==> src/logic/shared_tlb_params.svh <==
`ifndef SHARED_TLB_PARAMS_SVH
`define SHARED_TLB_PARAMS_SVH

// Number of sets, indexed by the low bits of vpn1.
`define SHARED_TLB_SETS 16

// Ways per set.
`define SHARED_TLB_WAYS 4

// Address space identifier width for Sv32.
`define SHARED_TLB_ASID_W 9

// Reset value of the 8-bit replacement LFSR. It must be nonzero.
`define SHARED_TLB_LFSR_SEED 8'hb4

`endif

==> src/logic/shared_tlb_pkg.sv <==
`include "shared_tlb_params.svh"

package shared_tlb_pkg;

  // 4 KiB page view of a virtual address.
  typedef struct packed {
    logic [9:0]  vpn1;
    logic [9:0]  vpn0;
    logic [11:0] offset;
  } sv32_page_va_t;

  // 4 MiB superpage view of a virtual address.
  typedef struct packed {
    logic [9:0]  vpn1;
    logic [21:0] offset;
  } sv32_mega_va_t;

  typedef union packed {
    sv32_page_va_t page;
    sv32_mega_va_t mega;
  } sv32_vaddr_t;

  // Leaf page table entry.
  typedef struct packed {
    logic [21:0] ppn;
    logic [1:0]  rsw;
    logic        d;
    logic        a;
    logic        g;
    logic        u;
    logic        x;
    logic        w;
    logic        r;
    logic        v;
  } sv32_pte_t;

  // Translation exchanged with the L1 TLBs and the walker.
  typedef struct packed {
    logic                          valid;
    logic                          is_4m;
    logic [19:0]                   vpn;
    logic [`SHARED_TLB_ASID_W-1:0] asid;
    sv32_pte_t                     content;
  } tlb_update_t;

  typedef struct packed {
    logic                          valid;
    logic                          is_4m;
    logic [9:0]                    vpn1;
    logic [9:0]                    vpn0;
    logic [`SHARED_TLB_ASID_W-1:0] asid;
    sv32_pte_t                     pte;
  } tlb_entry_t;

endpackage

==> src/logic/tlb_lookup_if.sv <==
`timescale 1ns/1ns
`include "shared_tlb_params.svh"

interface tlb_lookup_if;

  logic                          valid;
  logic                          is_itlb;
  shared_tlb_pkg::sv32_vaddr_t   vaddr;
  logic [`SHARED_TLB_ASID_W-1:0] asid;

  // Arbiter side.
  modport req (
    output valid, is_itlb, vaddr, asid
  );

  // Store side.
  modport rsp (
    input valid, is_itlb, vaddr, asid
  );

endinterface

==> src/logic/shared_tlb_arbiter.sv <==
`timescale 1ns/1ns
`include "shared_tlb_params.svh"

module shared_tlb_arbiter (
  input  logic                          clk_i,
  input  logic                          rst_n_i,
  input  logic                          flush_i,
  input  logic                          enable_translation_i,
  input  logic                          en_ld_st_translation_i,
  input  logic [`SHARED_TLB_ASID_W-1:0] asid_i,
  input  logic                          itlb_access_i,
  input  logic                          itlb_hit_i,
  input  shared_tlb_pkg::sv32_vaddr_t   itlb_vaddr_i,
  input  logic                          dtlb_access_i,
  input  logic                          dtlb_hit_i,
  input  shared_tlb_pkg::sv32_vaddr_t   dtlb_vaddr_i,
  tlb_lookup_if.req                     lookup,
  output logic                          shared_tlb_access_o,
  output logic                          itlb_req_o,
  output shared_tlb_pkg::sv32_vaddr_t   shared_tlb_vaddr_o
);

  logic                          itlb_miss;
  logic                          dtlb_miss;
  logic                          any_miss;

  logic                          valid_q;
  logic                          is_itlb_q;
  shared_tlb_pkg::sv32_vaddr_t   vaddr_q;
  logic [`SHARED_TLB_ASID_W-1:0] asid_q;

  // A miss only counts while translation is on for that side.
  assign itlb_miss = itlb_access_i & ~itlb_hit_i & enable_translation_i;
  assign dtlb_miss = dtlb_access_i & ~dtlb_hit_i & en_ld_st_translation_i;
  assign any_miss  = itlb_miss | dtlb_miss;

  // Instruction side wins a tie; a dropped data miss is retried by the L1.
  always_ff @(posedge clk_i or negedge rst_n_i) begin
    if (!rst_n_i) begin
      valid_q   <= 1'b0;
      is_itlb_q <= 1'b0;
    end else if (flush_i) begin
      valid_q   <= 1'b0;
      is_itlb_q <= 1'b0;
    end else begin
      valid_q   <= any_miss;
      is_itlb_q <= itlb_miss;
    end
  end

  always_ff @(posedge clk_i) begin
    if (any_miss) begin
      vaddr_q <= itlb_miss ? itlb_vaddr_i : dtlb_vaddr_i;
      asid_q  <= asid_i;
    end
  end

  assign lookup.valid   = valid_q;
  assign lookup.is_itlb = is_itlb_q;
  assign lookup.vaddr   = vaddr_q;
  assign lookup.asid    = asid_q;

  // Observation outputs follow the registered request.
  assign shared_tlb_access_o = valid_q;
  assign itlb_req_o          = is_itlb_q;
  assign shared_tlb_vaddr_o  = vaddr_q;

endmodule

==> src/logic/shared_tlb_store.sv <==
`timescale 1ns/1ns
`include "shared_tlb_params.svh"

module shared_tlb_store (
  input  logic                        clk_i,
  input  logic                        rst_n_i,
  input  logic                        flush_i,
  tlb_lookup_if.rsp                   lookup,
  input  shared_tlb_pkg::tlb_update_t shared_tlb_update_i,
  output shared_tlb_pkg::tlb_update_t itlb_update_o,
  output shared_tlb_pkg::tlb_update_t dtlb_update_o,
  output logic                        itlb_miss_o,
  output logic                        dtlb_miss_o,
  output logic                        shared_tlb_hit_o
);

  localparam int SETS   = `SHARED_TLB_SETS;
  localparam int WAYS   = `SHARED_TLB_WAYS;
  localparam int IDX_W  = $clog2(SETS);
  localparam int WAY_W  = $clog2(WAYS);
  localparam int LFSR_W = 8;

  // Valid bits are kept apart from the payload so flush is a single clear.
  logic [WAYS-1:0]             valid_q [SETS];
  shared_tlb_pkg::tlb_entry_t  entry_q [SETS][WAYS];

  logic [IDX_W-1:0]            rd_idx;
  shared_tlb_pkg::tlb_entry_t  rd_entry [WAYS];
  logic [WAYS-1:0]             hit_way;
  shared_tlb_pkg::tlb_entry_t  hit_entry;
  shared_tlb_pkg::tlb_update_t hit_update;

  logic                        res_valid_q;
  logic                        res_itlb_q;
  shared_tlb_pkg::tlb_update_t res_update_q;

  logic                        wr_en;
  logic [IDX_W-1:0]            wr_idx;
  logic [WAYS-1:0]             wr_set_valid;
  logic [WAY_W-1:0]            wr_way;
  shared_tlb_pkg::tlb_entry_t  wr_entry;
  logic [LFSR_W-1:0]           lfsr_q;

  // Regular pages and superpages both index by vpn1.
  assign rd_idx = lookup.vaddr.mega.vpn1[IDX_W-1:0];

  always_comb begin
    for (int w = 0; w < WAYS; w++) begin
      rd_entry[w]       = entry_q[rd_idx][w];
      rd_entry[w].valid = valid_q[rd_idx][w];
    end
  end

  // Compare all ways; the lowest hitting way is taken.
  always_comb begin
    hit_way   = '0;
    hit_entry = rd_entry[0];
    for (int w = WAYS - 1; w >= 0; w--) begin
      hit_way[w] = rd_entry[w].valid &&
                   (rd_entry[w].vpn1 == lookup.vaddr.mega.vpn1) &&
                   (rd_entry[w].is_4m || (rd_entry[w].vpn0 == lookup.vaddr.page.vpn0)) &&
                   (rd_entry[w].pte.g || (rd_entry[w].asid == lookup.asid));
      if (hit_way[w]) begin
        hit_entry = rd_entry[w];
      end
    end
  end

  // A superpage hit returns the request's vpn0.
  always_comb begin
    hit_update.valid   = |hit_way;
    hit_update.is_4m   = hit_entry.is_4m;
    hit_update.vpn     = {hit_entry.vpn1, lookup.vaddr.page.vpn0};
    hit_update.asid    = hit_entry.asid;
    hit_update.content = hit_entry.pte;
  end

  always_ff @(posedge clk_i or negedge rst_n_i) begin
    if (!rst_n_i) begin
      res_valid_q <= 1'b0;
      res_itlb_q  <= 1'b0;
    end else begin
      res_valid_q <= lookup.valid & ~flush_i;
      res_itlb_q  <= lookup.is_itlb;
    end
  end

  // Result payload; its valid field holds the hit flag.
  always_ff @(posedge clk_i) begin
    res_update_q <= hit_update;
  end

  assign shared_tlb_hit_o = res_valid_q & res_update_q.valid;
  assign itlb_miss_o      = res_valid_q & ~res_update_q.valid & res_itlb_q;
  assign dtlb_miss_o      = res_valid_q & ~res_update_q.valid & ~res_itlb_q;

  always_comb begin
    itlb_update_o       = res_update_q;
    itlb_update_o.valid = res_valid_q & res_update_q.valid & res_itlb_q;
    dtlb_update_o       = res_update_q;
    dtlb_update_o.valid = res_valid_q & res_update_q.valid & ~res_itlb_q;
  end

  // Refill path. Flush wins over a refill in the same cycle.
  assign wr_en        = shared_tlb_update_i.valid & ~flush_i;
  assign wr_idx       = shared_tlb_update_i.vpn[10 +: IDX_W];
  assign wr_set_valid = valid_q[wr_idx];

  // The first invalid way is taken and otherwise the LFSR picks the victim.
  always_comb begin
    wr_way = lfsr_q[WAY_W-1:0];
    for (int w = WAYS - 1; w >= 0; w--) begin
      if (!wr_set_valid[w]) begin
        wr_way = WAY_W'(w);
      end
    end
  end

  always_comb begin
    wr_entry.valid = 1'b1;
    wr_entry.is_4m = shared_tlb_update_i.is_4m;
    wr_entry.vpn1  = shared_tlb_update_i.vpn[19:10];
    wr_entry.vpn0  = shared_tlb_update_i.vpn[9:0];
    wr_entry.asid  = shared_tlb_update_i.asid;
    wr_entry.pte   = shared_tlb_update_i.content;
  end

  always_ff @(posedge clk_i or negedge rst_n_i) begin
    if (!rst_n_i) begin
      valid_q <= '{default: '0};
    end else if (flush_i) begin
      valid_q <= '{default: '0};
    end else if (wr_en) begin
      valid_q[wr_idx][wr_way] <= 1'b1;
    end
  end

  always_ff @(posedge clk_i) begin
    if (wr_en) begin
      entry_q[wr_idx][wr_way] <= wr_entry;
    end
  end

  // Fibonacci LFSR with polynomial x^8 + x^6 + x^5 + x^4 + 1 that steps on each refill.
  always_ff @(posedge clk_i or negedge rst_n_i) begin
    if (!rst_n_i) begin
      lfsr_q <= `SHARED_TLB_LFSR_SEED;
    end else if (wr_en) begin
      lfsr_q <= {lfsr_q[LFSR_W-2:0], lfsr_q[7] ^ lfsr_q[5] ^ lfsr_q[4] ^ lfsr_q[3]};
    end
  end

endmodule

==> src/logic/shared_tlb_top.sv <==
`timescale 1ns/1ns
`include "shared_tlb_params.svh"

module shared_tlb_top (
  input  logic                          clk_i,
  input  logic                          rst_n_i,
  input  logic                          flush_i,
  input  logic                          enable_translation_i,
  input  logic                          en_ld_st_translation_i,
  input  logic [`SHARED_TLB_ASID_W-1:0] asid_i,
  input  logic                          itlb_access_i,
  input  logic                          itlb_hit_i,
  input  shared_tlb_pkg::sv32_vaddr_t   itlb_vaddr_i,
  input  logic                          dtlb_access_i,
  input  logic                          dtlb_hit_i,
  input  shared_tlb_pkg::sv32_vaddr_t   dtlb_vaddr_i,
  input  shared_tlb_pkg::tlb_update_t   shared_tlb_update_i,
  output shared_tlb_pkg::tlb_update_t   itlb_update_o,
  output shared_tlb_pkg::tlb_update_t   dtlb_update_o,
  output logic                          itlb_miss_o,
  output logic                          dtlb_miss_o,
  output logic                          shared_tlb_access_o,
  output logic                          shared_tlb_hit_o,
  output shared_tlb_pkg::sv32_vaddr_t   shared_tlb_vaddr_o,
  output logic                          itlb_req_o
);

  tlb_lookup_if lookup ();

  shared_tlb_arbiter i_arbiter (
    .clk_i                  (clk_i),
    .rst_n_i                (rst_n_i),
    .flush_i                (flush_i),
    .enable_translation_i   (enable_translation_i),
    .en_ld_st_translation_i (en_ld_st_translation_i),
    .asid_i                 (asid_i),
    .itlb_access_i          (itlb_access_i),
    .itlb_hit_i             (itlb_hit_i),
    .itlb_vaddr_i           (itlb_vaddr_i),
    .dtlb_access_i          (dtlb_access_i),
    .dtlb_hit_i             (dtlb_hit_i),
    .dtlb_vaddr_i           (dtlb_vaddr_i),
    .lookup                 (lookup.req),
    .shared_tlb_access_o    (shared_tlb_access_o),
    .itlb_req_o             (itlb_req_o),
    .shared_tlb_vaddr_o     (shared_tlb_vaddr_o)
  );

  shared_tlb_store i_store (
    .clk_i               (clk_i),
    .rst_n_i             (rst_n_i),
    .flush_i             (flush_i),
    .lookup              (lookup.rsp),
    .shared_tlb_update_i (shared_tlb_update_i),
    .itlb_update_o       (itlb_update_o),
    .dtlb_update_o       (dtlb_update_o),
    .itlb_miss_o         (itlb_miss_o),
    .dtlb_miss_o         (dtlb_miss_o),
    .shared_tlb_hit_o    (shared_tlb_hit_o)
  );

endmodule

==> config.mk <==
export PLATFORM = sky130hd
export DESIGN_NAME = shared_tlb_top
export DESIGN_NICKNAME = d
export VERILOG_FILES = /design/src/logic/shared_tlb_pkg.sv /design/src/logic/tlb_lookup_if.sv /design/src/logic/shared_tlb_arbiter.sv /design/src/logic/shared_tlb_store.sv /design/src/logic/shared_tlb_top.sv
export VERILOG_INCLUDE_DIRS = /design/src /design/src/logic
export SDC_FILE = /design/constraint.sdc
export NUM_CORES = 2
export LEC_CHECK = 0
export BUFFER_PORTS_ARGS = -buffer_cell sky130_fd_sc_hd__buf_2
export CORE_UTILIZATION = 25
export DETAILED_ROUTE_END_ITERATION = 10
export GPL_ROUTABILITY_DRIVEN = 0
export GPL_TIMING_DRIVEN = 0
export PLACE_DENSITY = 0.43
export SYNTH_ARGS = -nofsm -noshare
export SYNTH_HDL_FRONTEND = slang
export SYNTH_HIERARCHICAL = 1
export SYNTH_SLANG_ARGS = --single-unit
export TNS_END_PERCENT = 50
==> constraint.sdc <==
create_clock -name clk_i -period 7 [get_ports clk_i]
set_input_delay 1.05 -clock clk_i [delete_from_list [all_inputs] [get_ports clk_i]]
set_output_delay 1.05 -clock clk_i [all_outputs]
set_load 0.01 [all_outputs]
Word level (Yosys, flattened, before mapping)
Memory sizes are Yosys's and may differ from the RTL's. A register that Yosys moved wholly into a read port is not among the register bits.
Cells that the tools add are included.
{"block": "word_totals", "ff_bits": 180, "ram_bits": 3968, "in_bits": 145, "out_inout_bits": 163, "elab_cells": 135, "memories": 1}
{"block": "classes", "n_lt_le_gt_ge": 7, "n_eq_ne": 12, "n_mux": 28, "n_bitwise": 25, "n_reduce_logical": 25}
{"memory": "i_store.entry_q", "depth": 16, "word_bits": 248, "read_ports": 1, "rd_clocked_by_memory_dff": 1, "wr": 1, "line_no": "shared_tlb_store.sv:25", "text": "shared_tlb_pkg::tlb_entry_t entry_q [SETS][WAYS];"}
{"operator": "two-way mux 252 bit", "n": 1}
{"operator": "two-way mux 62 bit", "n": 4}
{"operator": "two-way mux 64 bit", "n": 2}
{"operator": "demux 63 bit (select 2 bit)", "n": 1}
{"operator": "equality test 10 bit", "n": 8}
{"operator": "OR 64 bit", "n": 1}
{"operator": "two-way mux 63 bit", "n": 1}
{"operator": "equality test 9 bit", "n": 4}
{"operator": "binary-select mux 4 bit (select 4 bit)", "n": 2}
{"operator": "two-way mux 32 bit", "n": 1}
{"operator": "two-way mux 4 bit", "n": 6}
{"operator": "demux 4 bit (select 4 bit)", "n": 1}
{"operator": "logical AND 1 bit", "n": 15}
{"operator": "bitwise AND 1 bit", "n": 12}
{"operator": "greater-or-equal comparator 5 bit (second input constant)", "n": 2}
{"operator": "NOT 4 -> 5 bit", "n": 2}
{"operator": "logical OR 1 bit", "n": 8}
{"operator": "two-way mux 2 bit", "n": 4}
{"operator": "< comparator 5 x 1 -> 1 bit (second input constant)", "n": 1}
{"operator": "NOT 1 bit", "n": 5}
{"operator": "two-way mux 1 bit", "n": 4}
{"operator": "OR reduction 4 bit", "n": 1}
{"operator": "greater-or-equal comparator 3 bit (second input constant)", "n": 1}
{"operator": "< comparator 2 x 3 -> 1 bit (second input constant)", "n": 1}
{"operator": "other kinds (7)", "n": 9}

Depth between registers and ports, before layout
{"block": "depth", "depth_word": 17, "mapped_depth": 21, "ltp_nobuf": 11}

Cells and area by module
Netlist, hierarchy kept.
{"mod": "shared_tlb_store", "instances": 1, "cells_per_inst": 7570, "area_each_um2": 161244.6, "seq_area_each_um2": 122272.3}
{"mod": "shared_tlb_arbiter", "instances": 1, "cells_per_inst": 117, "area_each_um2": 2072.0, "seq_area_each_um2": 1281.2}

Least setup slack after synthesis
No wires, ideal clock.
{"block": "synth_path", "path_kind": "input port to flip-flop", "start": "input shared_tlb_update_i[51] (netlist name)", "end": "memory i_store/entry_q[13][186] (netlist name) (enable)", "setup_time_ps": 483, "t_arrival_ps": 6429, "t_required_ps": 6517, "setup_slack_ps": 88, "path_stages": 11, "path_buffers": 4, "path_cell_list": "clkbuf_1 > buf_1 > mux4_2 > mux4_2 > nand2_1 > a31oi_1 > nand2b_1 > or2_2 > clkbuf_1 > buf_1 > nor2_1"}
{"block": "synth_via", "elab_chain_cells": 14, "word_cells_on_any_way": 15, "cone_classes": "order compare: 2; mux: 10; bitwise: 2; reduce/logical: 1"}
{"element": "from (decl)", "line_no": "shared_tlb_top.sv:17", "text": "input shared_tlb_pkg::tlb_update_t shared_tlb_update_i,"}
{"element": "NOT 4 -> 5 bit (not written as such)", "line_no": "shared_tlb_store.sv:107", "text": "assign wr_set_valid = valid_q[wr_idx];"}
{"element": "binary-select mux 4 bit (select 4 bit)", "line_no": "shared_tlb_store.sv:107"}
{"element": "two-way mux 4 bit (not written as such) (2 in series)", "line_no": "shared_tlb_store.sv:107"}
{"element": "two-way mux 2 bit (4 in series)", "line_no": "shared_tlb_store.sv:113", "text": "if (!wr_set_valid[w]) begin"}
{"element": "NOT 2 -> 3 bit (not written as such)", "line_no": "shared_tlb_store.sv:140", "text": "entry_q[wr_idx][wr_way] <= wr_entry;"}
{"element": "greater-or-equal comparator 3 bit (not written as such) or < comparator 3 x 1 -> 1 bit (tied branches)", "line_no": "shared_tlb_store.sv:140"}
{"element": "logical AND 1 bit (not written as such)", "line_no": "shared_tlb_store.sv:140"}
{"element": "two-way mux 63 bit (not written as such)", "line_no": "shared_tlb_store.sv:140"}
{"element": "demux 63 bit (select 2 bit)", "line_no": "shared_tlb_store.sv:140"}
{"element": "two-way mux 252 bit (not written as such)", "line_no": "shared_tlb_store.sv:140"}
{"element": "to (decl)", "line_no": "shared_tlb_store.sv:25"}
Several ways; a longest one is shown, not always the timed one. The select of a mux whose other input is x is not followed.

==> flow_summary.yaml <==
sta:
  setup_viol: 21
  worst_pin_slew_ps: 1550
  period_share: 1.04
  grt_setup_unrepaired: "yes"
  hold_viol_final: 0
  maxSlewViolCount: 71
  finalSetupTns_ps: -2370
  relSlewSlack: -0.0318
  fin_worst_skew_ps: 71.9
  fmax_mhz: 137
  fin_crit_ps: 7290
  setup_ws_ps: -294
synthesis:
  synth_compound_area_frac: 0.0262
  synthFlopType: "edfxtp_1"
  synth_edf_count: 4009
  yosysUniqueCellTypes: 95
  synthMuxAreaShare: 0.168
  yosys-top-cells-area: "edfxtp_1, mux4_2, mux2i_1"
  synth_nets: 7832
  synth_cells: 7687
  ys_ff_latch: 4148
  synth_top_area_cell: "edfxtp_1"
  synth-async-reset-ratio: 0.0183
  synth_area_mm2: 0.163
  synth_fa_ha_area_frac: 0
  synth_top_family_by_area: "multiplexers"
  avgSynthCellArea_um2: 21.2
  seq_area_frac_synth: 0.757
  synth_xor_xnor_area_share: 0.00601
  synth.top_cell.area_share: 0.737
  yosys.area_share.simple: 0.0196
  yosys_warnings: 6
setup_path:
  crit_path_end_kind: "register"
  worstReg2RegStart: "i_arbiter/lookup.vaddr[24]$_DFFE_PP_"
  r2r_cells: 14
  ff2ff_setup_slack_ps: -290
  crit_required_ps: 7870
  r2r-end: "i_store/dtlb_update_o[57]$_DFF_P_"
  arrival_ps: 8160
  critPathKind: "register to register"
  cp_max_fo: 11
  worstSetupStartpointType: "register"
  cp-startpoint: "i_arbiter/lookup.vaddr[24]$_DFFE_PP_"
routing:
  dr_total_vias: 90400
  drc: 0
  totalWireLength_mm: 665
  wl_met3_mm: 58.7
  wl_met2_mm: 306
  first_iter_violations: 13300
  post_drt_wl_per_cell_um: 37.2
  via_per_inst: 5.06
  top_layer: "met5"
  met1Wirelength_mm: 272
  ant_nets: 0
  first_pass_iters: 6
clock_network:
  cts.sinks: 4148
  cts_buffers: 453
  cts_tree: "done"
  cts.htree.levels: 5
  clk_path_buf_depth: 4
  insertion_delay_ps: 1060
  clockRootBuffer: "clkbuf_16"
  clk_pin_slew_ps: 60
floorplanning:
  die_w_um: 810
  io_pins: 308
  rows: 296
  initial_core_util: 0.251
  core_area_mm2: 0.650
  die_h_um: 810
  die-area_mm2: 0.657
global_routing:
  grt_max_degree: 73
  grt_use_total: 0.196
  antenna_found_initial: 104
  grt_pass1_wl_mm: 863
  first_global_vias: 88300
  overflow: 0
final_layout:
  final_common_cell: "edfxtp_1"
  final_layout_size_suffix_gt1_frac: 0.324
  fill_cells: 63100
  postLayoutCellArea_mm2: 0.198
  areaGrowthSynthToFinish_pct: 21.0
  fin_nets: 8893
  finalCoreUtilization: 0.304
  most-common-layout-cells: "edfxtp_1, mux4_2, clkbuf_16"
power_and_ir_drop:
  power_density_mw_per_mm2: 286
  leakage_nw: 62.8
  ir_drop_mv: 0.245
worst_hold_path:
  hp-class: "input port to register"
  holdCritStartpoint: "asid_i[4]"
  holdPathStages: 1
  holdPathEnd: "i_arbiter/lookup.asid[4]$_DFFE_PP_"
outcome:
  violations: "max-capacitance violations, max-slew violations, negative setup slack"
  outcome: "finished with violations"
placed_design:
  io_buffers: 307
  place_ws_ps: -3090
  place_area_mm2: 0.182
  dpl.hpwl_mm: 460
flow_run:
  drv_cap: 1
timing repair:
item	CTS	global route
pin swaps	0	2
buffers inserted	2	0
hold buffers	1	0
gates resized for setup	151	16
endpoints found under the hold margin	4	0
endpoints found under the setup margin	67	25
per-stage QoR:
step | instances | hold slack [ps] | power [mW]
detailed placement | 16900 | 399 | 33.4
floorplan | 7687 | 369 | 30.6
global placement | 16600 | 395 | 33.3
CTS | 17800 | 101 | 57.0
finish | 17900 | 192 | 56.6
global route | 17800 | 150 | 58.0
synthesized netlist by cell type (all sizes together) (13+ instances only):
cell type and instances:
and2 23, nand2b 20, mux2i 358, a2bb2oi 20
clkbuf 120, nand4 19, a221oi 15, nand2 256
mux4 1013, xor2 42, a31oi 33, o21ai 90
o221ai 20, inv 90, xnor2 70, nor3 18
edfxtp 4009, nor2 180, nor2b 22, and3 22
o22ai 103, a31o 13, a21oi 80, dfrtp 72
o211ai 21, a211oi 25, nand3 62, dfxtp 63
mux2 82, a22oi 89, buf 466, a21o 16
worst max path at each step:
stage	end	slack [ps]
2_1_floorplan	i_store/entry_q[13][186]$_DFFE_PP_	90
3_5_place_dp	i_store/dtlb_update_o[53]$_DFF_P_	-3090
6_report	i_store/dtlb_update_o[57]$_DFF_P_	-290
4_1_cts	i_store/dtlb_update_o[53]$_DFF_P_	-130
5_1_grt	i_store/dtlb_update_o[57]$_DFF_P_	-70
3_3_place_gp	i_store/entry_q[13][26]$_DFFE_PP_	-9620
routing by layer:
layer | global-route usage | up-vias
met5 | 0 | -
li1 | - | 34100
met1 | 0.265 | 49900
met2 | 0.313 | 5183
met3 | 0.0409 | 1100
met4 | 0.0720 | 24
cell families (layout without fill, tap and decap cells):
group	after synthesis	count (layout)
flip-flops	4148	4148
multiplexers	1453	1453
AND/OR/NAND/NOR	684	684
buffers and inverters	677	2126
AO/OA/AOI/OAI	613	613
XOR/XNOR	112	112
other	0	80
critical path, cell delays in order (launching register included):
cell and delay (ps):
edfxtp_1 390, buf_4 230, buf_4 240, inv_1 230, buf_2 540, buf_2 910
mux2i_1 690, xnor2_1 210, nand4_1 210, o41a_1 210, o41ai_4 850, buf_1 900
nand4_1 730, o221ai_1 480, a21oi_2 180
flip-flops by register name, indices dropped and copies added, names as in the netlist:
register / flops
i_arbiter/itlb_req_o: 1
i_arbiter/lookup.asid: 9
i_arbiter/lookup.vaddr: 32
i_arbiter/lookup.valid: 1
i_store/dtlb_update_o: 62
i_store/entry_q: 3968
i_store/lfsr_q: 8
i_store/res_itlb_q: 1
i_store/res_update_q: 1
i_store/res_valid_q: 1
i_store/valid_q: 64
power breakdown:
| part | internal, mW | total, mW | switching, mW |
|---|---|---|---|
| sequential | 27.4 | 27.5 | 0.103 |
| combinational | 1.86 | 5.43 | 3.58 |
| clock | 13.4 | 23.6 | 10.3 |
area by class of cell:
type | instances | area [um^2] | share of cell area
Antenna cell | 80 | 200 | 0.00101
Inverter | 91 | 345 | 0.00175
Sequential cell | 4148 | 124000 | 0.625
Tap cell | 8642 | 10800 | 0.0547
Clock buffer | 586 | 12100 | 0.0611
Buffer | 586 | 3820 | 0.0193
Timing Repair Buffer | 606 | 7610 | 0.0385
Clock inverter | 257 | 2430 | 0.0123
Multi-Input combinational cell | 2862 | 36700 | 0.186
(Power assumes the default switching activity.)
